`src/rtl/obj_params.svh`:
```
// Sprite line renderer constants
// Buffer widths, transparency, erase timing and flip mapping
`ifndef OBJ_PARAMS_SVH
`define OBJ_PARAMS_SVH

// Line buffer data and per-bank address widths
`define OBJ_DW          8
`define OBJ_AW          9

// Low colour bits compared against the transparent code
`define OBJ_ALPHAW      4
`define OBJ_ALPHA       4'hF

// Erase value is palette 0 with the transparent colour
`define OBJ_BLANK       8'h0F
`define OBJ_BLANK_DLY   2

// Flipped address is ~addr plus this offset
`define OBJ_FLIP_OFFSET 9'd256

`define OBJ_LINE_LEN    256
`define OBJ_ROW_PIX     8

`endif

```
`src/rtl/obj_scan_reader.sv`:
```
// Line scan reader
// Walks the read bank from h = 0 once per active line
// One read strobe per cycle, stops at line end or when lhbl drops
`timescale 1ns/1ps
`include "obj_params.svh"

module obj_scan_reader (
    input  logic                 clk,
    input  logic                 rst_n,
    input  logic                 lhbl,
    output logic                 rd,
    output logic [`OBJ_AW-1:0]   rd_addr
);

    localparam int AW = `OBJ_AW;
    localparam logic [AW-1:0] LAST_H = AW'(`OBJ_LINE_LEN - 1);

    logic lhbl_q;
    logic lhbl_rise;

    // Start of the active line
    assign lhbl_rise = lhbl && !lhbl_q;

    always_ff @(posedge clk) begin
        if (!rst_n) begin
            lhbl_q  <= 1'b0;
            rd      <= 1'b0;
            rd_addr <= '0;
        end else begin
            lhbl_q <= lhbl;
            if (lhbl_rise) begin
                // First read goes out next cycle at h = 0
                rd      <= 1'b1;
                rd_addr <= '0;
            end else if (rd) begin
                if (!lhbl || rd_addr == LAST_H) begin
                    // Early blank or last pixel, park the counter
                    rd <= 1'b0;
                end else begin
                    rd_addr <= rd_addr + 1'b1;
                end
            end
        end
    end

endmodule

```
`config.mk`:
```
export PLATFORM = sky130hd
export DESIGN_NAME = obj_scan_reader
export DESIGN_NICKNAME = d
export VERILOG_FILES = /design/src/rtl/obj_scan_reader.sv
export VERILOG_INCLUDE_DIRS = /design/src /design/src/rtl
export SDC_FILE = /design/constraint.sdc
export NUM_CORES = 1
export LEC_CHECK = 0
export BUFFER_PORTS_ARGS = -buffer_cell sky130_fd_sc_hd__buf_4
export CAP_MARGIN = 15
export CORE_AREA = 3 3 40 42
export CTS_CLUSTER_DIAMETER = 80
export DETAILED_ROUTE_END_ITERATION = 10
export DIE_AREA = 0 0 43 45
export HOLD_SLACK_MARGIN = 0.03
export SLEW_MARGIN = 30
export SYNTH_ARGS = -nofsm -noshare
export SYNTH_HDL_FRONTEND = slang
export SYNTH_SLANG_ARGS = --single-unit
```
`constraint.sdc`:
```
create_clock -name clk -period 1.9 [get_ports clk]
set_input_delay 0.57 -clock clk [delete_from_list [all_inputs] [get_ports clk]]
set_output_delay 0.57 -clock clk [all_outputs]
set_load 0.005 [all_outputs]
```
==> key figures <==
Run status
  • Status: finished, final reports clean

Pwr
  • Worst-case vdd ir drop: just under 300 µV
  • Pwr dens: 613 nW/µm²
  • Share of total power in sequential cells: 56.7%
  • Gate power share: 6.8%
  • Clock network power share: 36.5%
  • Int Power: 0.000329 W
  • Sw power: 0.0000896 W
  • Static leakage: 0.272 nW
  • Switching share of power: 21.4%
  • Power consumption: 0.000418 W

Worst setup path
  • Reg-to-Reg Start: rd_addr[0]
  • Data required time of the critical path: 2.09 ns
  • Length in cells of the worst reg-to-reg path: 7
  • Worst reg2reg path endpoint: rd_addr[7]
  • Peak fanout along the critical path: 5
  • Endpoint class of the critical path: flip-flop
  • Crit path arrival time: 1.95 ns
  • CP Class: flip-flop to flip-flop
  • Kind of start point of the critical path: flip-flop
  • Flop-to-flop setup slack: 0.14 ns

Finish
  • Ratio of cells with drive above 1 in the final layout: 31.2%
  • Filler cells: 138
  • Synth-to-Final Area Change: 39.3%
  • Sequential standard cell area: between 200 and 250 µm²
  • Layout Nets: 83
  • Most common library cell in the layout ignoring fill and taps: sky130_fd_sc_hd__buf_4
  • Commonest cells after routing, fill and taps aside: sky130_fd_sc_hd__buf_4, sky130_fd_sc_hd__dfxtp_1, sky130_fd_sc_hd__a21oi_1, sky130_fd_sc_hd__nand2_1
  • Number of inserted diodes: 0
  • Combined area of the multi-input logic cells: 268 µm²

Timing
  • Period minus WS final: 1.76 ns
  • Final setup skew: around 0.0012 ns
  • Unrepaired setup endpoints after global routing: false
  • Setup_tns: 0 ns
  • Number of hold violations in the final report: 0
  • Final Setup Violations: 0
  • Tcrit/Tclk final: 92.6%
  • Least-Margin Pin Slew: 0.311 ns
  • Worst slew margin: approximately four fifths
  • Final count of pins violating max slew: 0
  • Maximum achievable frequency: 568 MHz
  • Worst hold slack: 0.518 ns

Clock network
  • Number of CTS-inserted buffers: 3
  • Clock root buffer: sky130_fd_sc_hd__clkbuf_4
  • Register clock-pin slew on the reported worst setup and hold paths: approximately 0.060 ns
  • Level count of the clock H-tree: 1
  • Clk buf depth: 2
  • TritonCTS clock tree: built
  • Hold buffer count at CTS: 0
  • Number of sinks handled by clock tree synthesis: 11
  • Number of post-CTS setup repair buffers: 0
  • Clock latency on the worst-skew pair: between 0.2 and 0.3 ns

Yosys
  • Fraction of synthesized cell area taken by the top area cell type: roughly 45%
  • Avg Cell Area, Syn: 9.08 µm²
  • Syn nets: a little under 60
  • Syn Inst Count: 54
  • Synth warnings: 0
  • Most area-hungry cell type in the Yosys netlist: sky130_fd_sc_hd__dfxtp_1
  • Yosys reg bits: 11
  • Register area share after synthesis: ~45%
  • Number of library cell types mapped by synthesis: 22
  • Leading post-synthesis cells by cell area: sky130_fd_sc_hd__dfxtp_1, sky130_fd_sc_hd__a21oi_1, sky130_fd_sc_hd__o31ai_1
  • Post-Synthesis Cell Area: approximately 490 µm²

Floorplanning
  • Area enclosed by the die boundary: 1940 µm²
  • I/O pin cnt: 13
  • Initial Util: 38.2%
  • Die Width: 43 µm
  • Rows: 13
  • Chip height: 45 µm
  • Core box area: 1280 µm²

Detailed routing
  • Final Routed Wirelength: 1.13 mm
  • Remaining antenna violation count: 0
  • Number of vias per cell: roughly 5.3
  • Avg WL per Cell: 12.3 µm
  • DRT Pass-1 Iters: 2
  • Remaining DRCs: 0
  • DR vias: 485
  • Violation count after the first detailed-routing iteration: 3

Min path
  • Cell depth of the worst min-delay path: 2
  • Startpoint of the worst hold path: rd_addr[7]
  • Hold EP: rd_addr[7]
  • Class of the most critical hold timing path: flip-flop to flip-flop

GRT
  • GRT Residual Overflow: 0
  • Via count of the first global-routing pass: between 400 and 500
  • Initial antenna violation count: 0
  • Wire length of the first global-routing pass: 1.93 mm
  • Largest net degree at the start of global routing: 11
  • Global-route usage over all layers: 13.4%

Place
  • Port Buffers: 12
  • Final weighted congestion in routability-driven placement: 0.726

Job
  • MaxCap Viol Count: 0
[cell type report]
type	count	area share [%]
Multi-Input combinational cell	41	39.2
Tap cell	15	2.75
Clock buffer	4	3.85
Sequential cell	11	32.2
Inverter	2	1.10
Timing Repair Buffer	19	20.9
[worst max-delay path, cell delays in order, from the launching register on]
cell                       delay (ns)
sky130_fd_sc_hd__dfxtp_1         0.31
sky130_fd_sc_hd__ha_1            0.20
sky130_fd_sc_hd__nand3_1         0.08
sky130_fd_sc_hd__nor2_1          0.04
sky130_fd_sc_hd__ha_2            0.18
sky130_fd_sc_hd__nand3b_1        0.22
sky130_fd_sc_hd__or4_1           0.53
sky130_fd_sc_hd__a21oi_1         0.13
[cell families (layout without fill, tap and decap cells)]
logic type / after synthesis / count (layout) / share of synthesized area [%]
AOI/OAI and AO/OA: 13 / 13 / 16.3
adders and majority gates: 2 / 2 / 5.10
and+or+nand+nor: 23 / 24 / 27.6
buffers and inverters: 3 / 25 / 2.55
xor gates and xnor gates: 2 / 2 / 3.57
DFF: 11 / 11 / 44.9
[flip-flops by register name, indices dropped and copies added, names as in the netlist]
register / cells
lhbl_q: 1
rd_addr: 9
rd: 1
[stage by stage]
stage / utilization [%] / setup WS, ns / area (µm²) / std cells
detailed placement: 50.3 / 0.0313 / 647 / 87
global placement: 50.3 / 0.0676 / 647 / 87
global route: 53.2 / 0.0133 / 683 / 92
finish: 53.2 / 0.141 / 683 / 92
floorplan: - / 0.141 / 490 / 54
CTS: 52.4 / 0.00368 / 673 / 91
[worst max path at each step]
| stage | startpoint | end | slack (ns) | cells after the start |
|---|---|---|---|---|
| 6_report | rd_addr[0] | rd_addr[7] | 0.14 | 7 |
| 5_1_grt | rd_addr[0] | rd_addr[7] | 0.01 | 7 |
| 4_1_cts | rd_addr[0] | rd_addr[7] | 0.004 | 7 |
| 3_5_place_dp | rd_addr[0] | rd_addr[7] | 0.03 | 7 |
| 3_3_place_gp | rd_addr[0] | rd_addr[5] | 0.07 | 7 |
| 2_1_floorplan | rd_addr[0] | rd_addr[6] | 0.14 | 8 |
[routing by layer]
metal | vias up | routed length [µm] | track usage, %
met5 | - | 0 | 0
met4 | 0 | 0 | 3.61
met3 | 0 | 80 | 5.18
met2 | 11 | 574 | 23.4
met1 | 224 | 477 | 15.5
li1 | 250 | - | -
[synthesized netlist by cell type, drive strengths merged]
cell    number
a21oi        6
and2         1
dfxtp       11
o31ai        4
nand2b       1
or3          1
nand3        3
nand2        5
ha           2
and3b        1
nand4b       1
inv          2
nand4        1
nand3b       1
nor2         4
a21boi       1
a211oi       1
xor2         1
o21ai        1
xnor2        1
or4          4
buf          1
[power groups by stage]
| stage | Sequential [W] | Clock [W] | Combinational [W] |
|---|---|---|---|
| after floorplan | 0.000243 | 0 | 0.0000129 |
| after global placement | 0.000242 | 0 | 0.0000272 |
| after detailed placement | 0.000242 | 0 | 0.0000278 |
| after CTS | 0.000237 | 0.000159 | 0.0000280 |
| after global routing | 0.000238 | 0.000175 | 0.0000319 |
| final | 0.000237 | 0.000153 | 0.0000284 |
[timing repair]
item                                   4_1_cts  5_1_grt
endpoints found under the hold margin        0        0
setup endpoints to repair                    0        5
resized for setup                            0        1
(Power assumes the default switching activity.)
