## src/rtl/obj_params.svh

```systemverilog
// Sprite line renderer constants
// Buffer widths, transparency, erase timing and flip mapping
`ifndef OBJ_PARAMS_SVH
`define OBJ_PARAMS_SVH

// Line buffer data and per-bank address widths
`define OBJ_DW          8
`define OBJ_AW          9

// Low colour bits compared against the transparent code
`define OBJ_ALPHAW      4
`define OBJ_ALPHA       4'hF

// Erase value is palette 0 with the transparent colour
`define OBJ_BLANK       8'h0F
`define OBJ_BLANK_DLY   2

// Flipped address is ~addr plus this offset
`define OBJ_FLIP_OFFSET 9'd256

`define OBJ_LINE_LEN    256
`define OBJ_ROW_PIX     8

`endif

```

## src/rtl/obj_pkg.sv

```systemverilog
// Sprite line renderer types
// Pixel word, draw request, buffer write and drawer FSM states
package obj_pkg;

    `include "obj_params.svh"

    // One buffer entry, palette in the upper nibble
    typedef struct packed {
        logic [3:0] pal;
        logic [3:0] color;
    } obj_pix_t;

    // One sprite row as handed to the drawer
    typedef struct packed {
        logic [`OBJ_AW-1:0]          x;
        logic [3:0]                  pal;
        // Pixel 0 sits in the low nibble
        logic [4*`OBJ_ROW_PIX-1:0]   row;
    } obj_draw_t;

    // Pixel write towards the line buffer, qualified by we
    typedef struct packed {
        logic [`OBJ_AW-1:0] addr;
        obj_pix_t           pix;
    } obj_wr_t;

    // Row drawer states
    typedef enum logic {
        DRW_IDLE,
        DRW_EMIT
    } obj_drw_state_e;

endpackage

```

## src/rtl/obj_row_drawer.sv

```systemverilog
// Sprite row drawer
// Latches one row request and writes its pixels, one per cycle
// busy stays high for the whole burst
`timescale 1ns/1ps
`include "obj_params.svh"

module obj_row_drawer (
    input  logic                 clk,
    input  logic                 rst_n,
    input  logic                 draw,
    input  obj_pkg::obj_draw_t   draw_req,
    output logic                 busy,
    output logic                 we,
    output obj_pkg::obj_wr_t     wr
);

    import obj_pkg::*;

    localparam int CW = $clog2(`OBJ_ROW_PIX);
    localparam logic [CW-1:0] LAST_PIX = CW'(`OBJ_ROW_PIX - 1);

    obj_drw_state_e state;
    logic [CW-1:0]  cnt;
    // Working copy, x steps and row shifts as pixels go out
    obj_draw_t      req_q;

    // FSM and pixel counter
    always_ff @(posedge clk) begin
        if (!rst_n) begin
            state <= DRW_IDLE;
            cnt   <= '0;
        end else begin
            case (state)
                DRW_IDLE: begin
                    // Requests only land here, so draws while busy are dropped
                    if (draw) begin
                        state <= DRW_EMIT;
                        cnt   <= '0;
                    end
                end
                DRW_EMIT: begin
                    cnt <= cnt + 1'b1;
                    if (cnt == LAST_PIX) begin
                        state <= DRW_IDLE;
                    end
                end
                default: begin
                    state <= DRW_IDLE;
                end
            endcase
        end
    end

    // Request register
    always_ff @(posedge clk) begin
        if (state == DRW_IDLE) begin
            if (draw) begin
                req_q <= draw_req;
            end
        end else begin
            // Next pixel to the right, next nibble to the bottom
            req_q.x   <= req_q.x + 1'b1;
            req_q.row <= req_q.row >> 4;
        end
    end

    assign busy = (state == DRW_EMIT);
    assign we   = busy;

    // Current pixel always comes from the low nibble
    always_comb begin
        wr.addr      = req_q.x;
        wr.pix.pal   = req_q.pal;
        wr.pix.color = req_q.row[3:0];
    end

endmodule

```

## config.mk

```make
export PLATFORM = sky130hd
export DESIGN_NAME = obj_row_drawer
export DESIGN_NICKNAME = d
export VERILOG_FILES = /design/src/rtl/obj_pkg.sv /design/src/rtl/obj_row_drawer.sv
export VERILOG_INCLUDE_DIRS = /design/src /design/src/rtl
export SDC_FILE = /design/constraint.sdc
export NUM_CORES = 1
export LEC_CHECK = 0
export CORE_MARGIN = 1
export CORE_UTILIZATION = 50
export CTS_CLUSTER_SIZE = 14
export DETAILED_ROUTE_END_ITERATION = 12
export DONT_BUFFER_PORTS = 1
export GPL_TIMING_DRIVEN = 1
export SLEW_MARGIN = 5
export SYNTH_ARGS = -nofsm -noshare
export SYNTH_HDL_FRONTEND = slang
export SYNTH_SLANG_ARGS = --single-unit
```

## constraint.sdc

```tcl
create_clock -name clk -period 2.1 [get_ports clk]
set_clock_uncertainty 0.15 [all_clocks]
set_input_delay 0.42 -clock clk [delete_from_list [all_inputs] [get_ports clk]]
set_output_delay 0.42 -clock clk [all_outputs]
set_load 0.05 [all_outputs]
```

==> results_dict.tcl <==
set metrics [dict create \
    outcome "complete, no violations" \
    first_global_vias 1129 \
    dieArea_sq_um 4690 \
    drt_pass1_iterations 4 \
    drc 0 \
    r2r_cells 4 \
    post-cts-setup-buffer-count 0 \
    grt_pass1_wl_um 5590 \
    hpwlAfterDp_um 2650 \
    rows 23 \
    grt-ovfl-total 0 \
    slowest_stage "dfxtp_2" \
    ant_nets 0 \
    max_freq_mhz 588 \
    wire_per_inst_um 18.3 \
    clkLatencyLatePin_ns 0.29 \
    ios 67 \
    htree_levels 2 \
    fin_nets 208 \
    stdcell_area_sq_um 2300 \
    crit_fanout 10 \
    grt_max_degree 33 \
    finalSetupViolCount 0 \
    coreArea_sq_um 4120 \
    relSlewSlack 0.684 \
    synth_area_sq_um 2210 \
    fin_tns_setup_ns 0 \
    synth_cells 164 \
    hold-path-cell-count 0 \
    syn_to_final_growth_pct 3.90 \
    crit_family "flip-flops" \
    rsz0062_at_grt "no" \
    cp.arrival_ns 1.13 \
    place.gp.congestion 0.809 \
    drt-initial-drc-count 74 \
    synth_cell_types 27 \
    hp-start "draw_req[34]" \
    worst_slew_pin_slew_ns 0.475 \
    netlist_top_cells_area "edfxtp_1 (56%), a22o_1 (11%), buf_4 (7.5%)" \
    critPathBufInv 1 \
    max_stage_delay_ns 0.47 \
    crit_chain "buf_4" \
    r2r_slack_ns 0.41 \
    clkTransAtPathRegs_ns 0.09 \
    synth_top_area_share 0.557 \
    grt_usage 0.168 \
    syn_avg_cell_area_sq_um 13.5 \
    critPathLaunchType "register" \
    final_cell_mix "edfxtp_1 (41), a22o_1 (29), buf_4 (13), nand2_1 (10), dfxtp_1 (7)" \
    fin_crit_sh 0.810 \
    synth_nets 215 \
    ys_seq_area_frac 0.629 \
    finalHoldViolCount 0 \
    worstSetupPathType "register to primary output" \
    max-cap-violations 0 \
    routed_wl_um 3810 \
    cts_tree "yes" \
    die_x_um 68.5 \
    cts_root_buf "clkbuf_8" \
    vias_per_cell 6.05 \
    synth-seq-cells 49 \
    timing.hold.worst.class "primary input to register" \
    ir_worst_vdd_mv 0.446 \
    cts_sinks 49 \
    portBuffers 0 \
    r2r_end "wr[16]$_DFFE_PP_" \
    r2r_start "wr[8]$_DFFE_PP_" \
    mostFrequentLayoutCell "edfxtp_1" \
    final_layout_size_suffix_gt1_frac 0.171 \
    clockBufferDepth 2 \
    yosysWarnings 0 \
    die_h_um 68.5 \
    num-fill-cells 347 \
    cts_made_buffers 5 \
    cp_data_required_time_ns 1.53 \
    ctsResizeCount 0 \
    hold_buffers 0 \
    start_util 0.537 \
    antenna_cells 0 \
    p_per_area_nw_per_um2 911 \
    hold_end "wr[6]$_DFFE_PP_" \
    cellLeakagePower_nw 0.879 \
    vias 1258 \
    finalCriticalPeriod_ns 1.70 \
    synth_area_leader_cell "edfxtp_1" \
    drv_slew 0 \
    antenna_found_initial 0 \
    critPathCaptureType "primary output" \
    placed_area_sq_um 2210 \
]
==> registers in the layout, summed over array words and instances, names as in the netlist <==
signal,cells
cnt,3
busy,1
wr,17
req_q,28
==> cell type report <==
class,instances,area [sq um],area share
multi-input combinational,85,629,0.274
tap,50,62.6,0.0272
inverter,2,7.51,0.00327
sequential,49,1390,0.606
clock buffer,6,72.6,0.0316
clock inverter,2,15.0,0.00654
timing repair buffer,14,118,0.0512
==> worst register-to-register path, delay by kind of cell (launching register included) <==
kind          cells  cell delay, ns
flops             1            0.45
fa+ha+maj         1            0.23
simple gates      3            0.73
==> synth_stat cells <==
cell / n
nand3_1: 6
a22o_1: 29
a21oi_1: 2
xor2_1: 1
nand4_1: 1
nor2b_1: 3
o21ai_0: 4
mux2i_1: 5
nand2_1: 10
and3_1: 1
edfxtp_1: 41
or2_2: 1
dfxtp_1: 8
buf_4: 22
clkbuf_1: 4
or4_1: 4
inv_1: 1
nand3_2: 1
nand4_2: 1
buf_2: 2
and2_1: 1
xnor2_1: 2
ha_1: 3
inv_2: 1
o211ai_1: 4
nor2_1: 4
nor3b_1: 2
==> how the worst max path moves through the flow <==
stage	from	endpoint	slack (ns)	cells past startpoint
after floorplan	busy$_SDFF_PN0_	cnt[0]$_SDFFE_PN0P_	0.11	4
after global placement	wr[8]$_DFFE_PP_	wr[16]$_DFFE_PP_	0.52	4
after detailed placement	wr[8]$_DFFE_PP_	wr[16]$_DFFE_PP_	0.44	4
after CTS	busy$_SDFF_PN0_	busy	0.39	1
after global routing	wr[8]$_DFFE_PP_	wr[16]$_DFFE_PP_	0.34	4
final	busy$_SDFF_PN0_	busy	0.40	1
==> power breakdown <==
part / leakage [nW] / total, mW / internal (mW) / switching, mW
Combinational: 0.346 / 0.285 / 0.106 / 0.180
Clock: 0.0374 / 0.538 / 0.235 / 0.303
Sequential: 0.495 / 1.27 / 1.17 / 0.0985
==> through the flow <==
stage	util	hold slack (ns)	instances	total power [mW]	setup WS [ns]
5_1_grt	0.558	0.0450	208	2.19	0.339
6_report	0.558	0.0666	208	2.09	0.400
4_1_cts	0.558	0.0554	208	2.12	0.386
3_5_place_dp	0.537	0.344	200	1.58	0.443
3_3_place_gp	0.537	0.332	200	1.57	0.515
2_1_floorplan	-	0.311	164	1.55	0.110
==> routing by layer <==
layer | GRT usage | wire, um | vias up
met1 | 0.209 | 1660 | 591
met4 | 0.0521 | 30 | 0
met2 | 0.255 | 1740 | 64
li1 | - | - | 599
met5 | 0 | 0 | -
met3 | 0.0806 | 391 | 4
==> cells by family (layout without fill, tap and decap cells) <==
logic type | after synthesis | count (layout) | synth area share
flip-flops | 49 | 49 | 0.629
AO/OA/AOI/OAI | 39 | 39 | 0.142
XOR/XNOR | 3 | 3 | 0.0119
AND/OR/NAND/NOR | 35 | 35 | 0.0877
multiplexers | 5 | 5 | 0.0226
adder cells (fa/ha/maj) | 3 | 3 | 0.0170
buffers and inverters | 30 | 24 | 0.0894
Note: power is estimated with default switching activity, not from simulation.
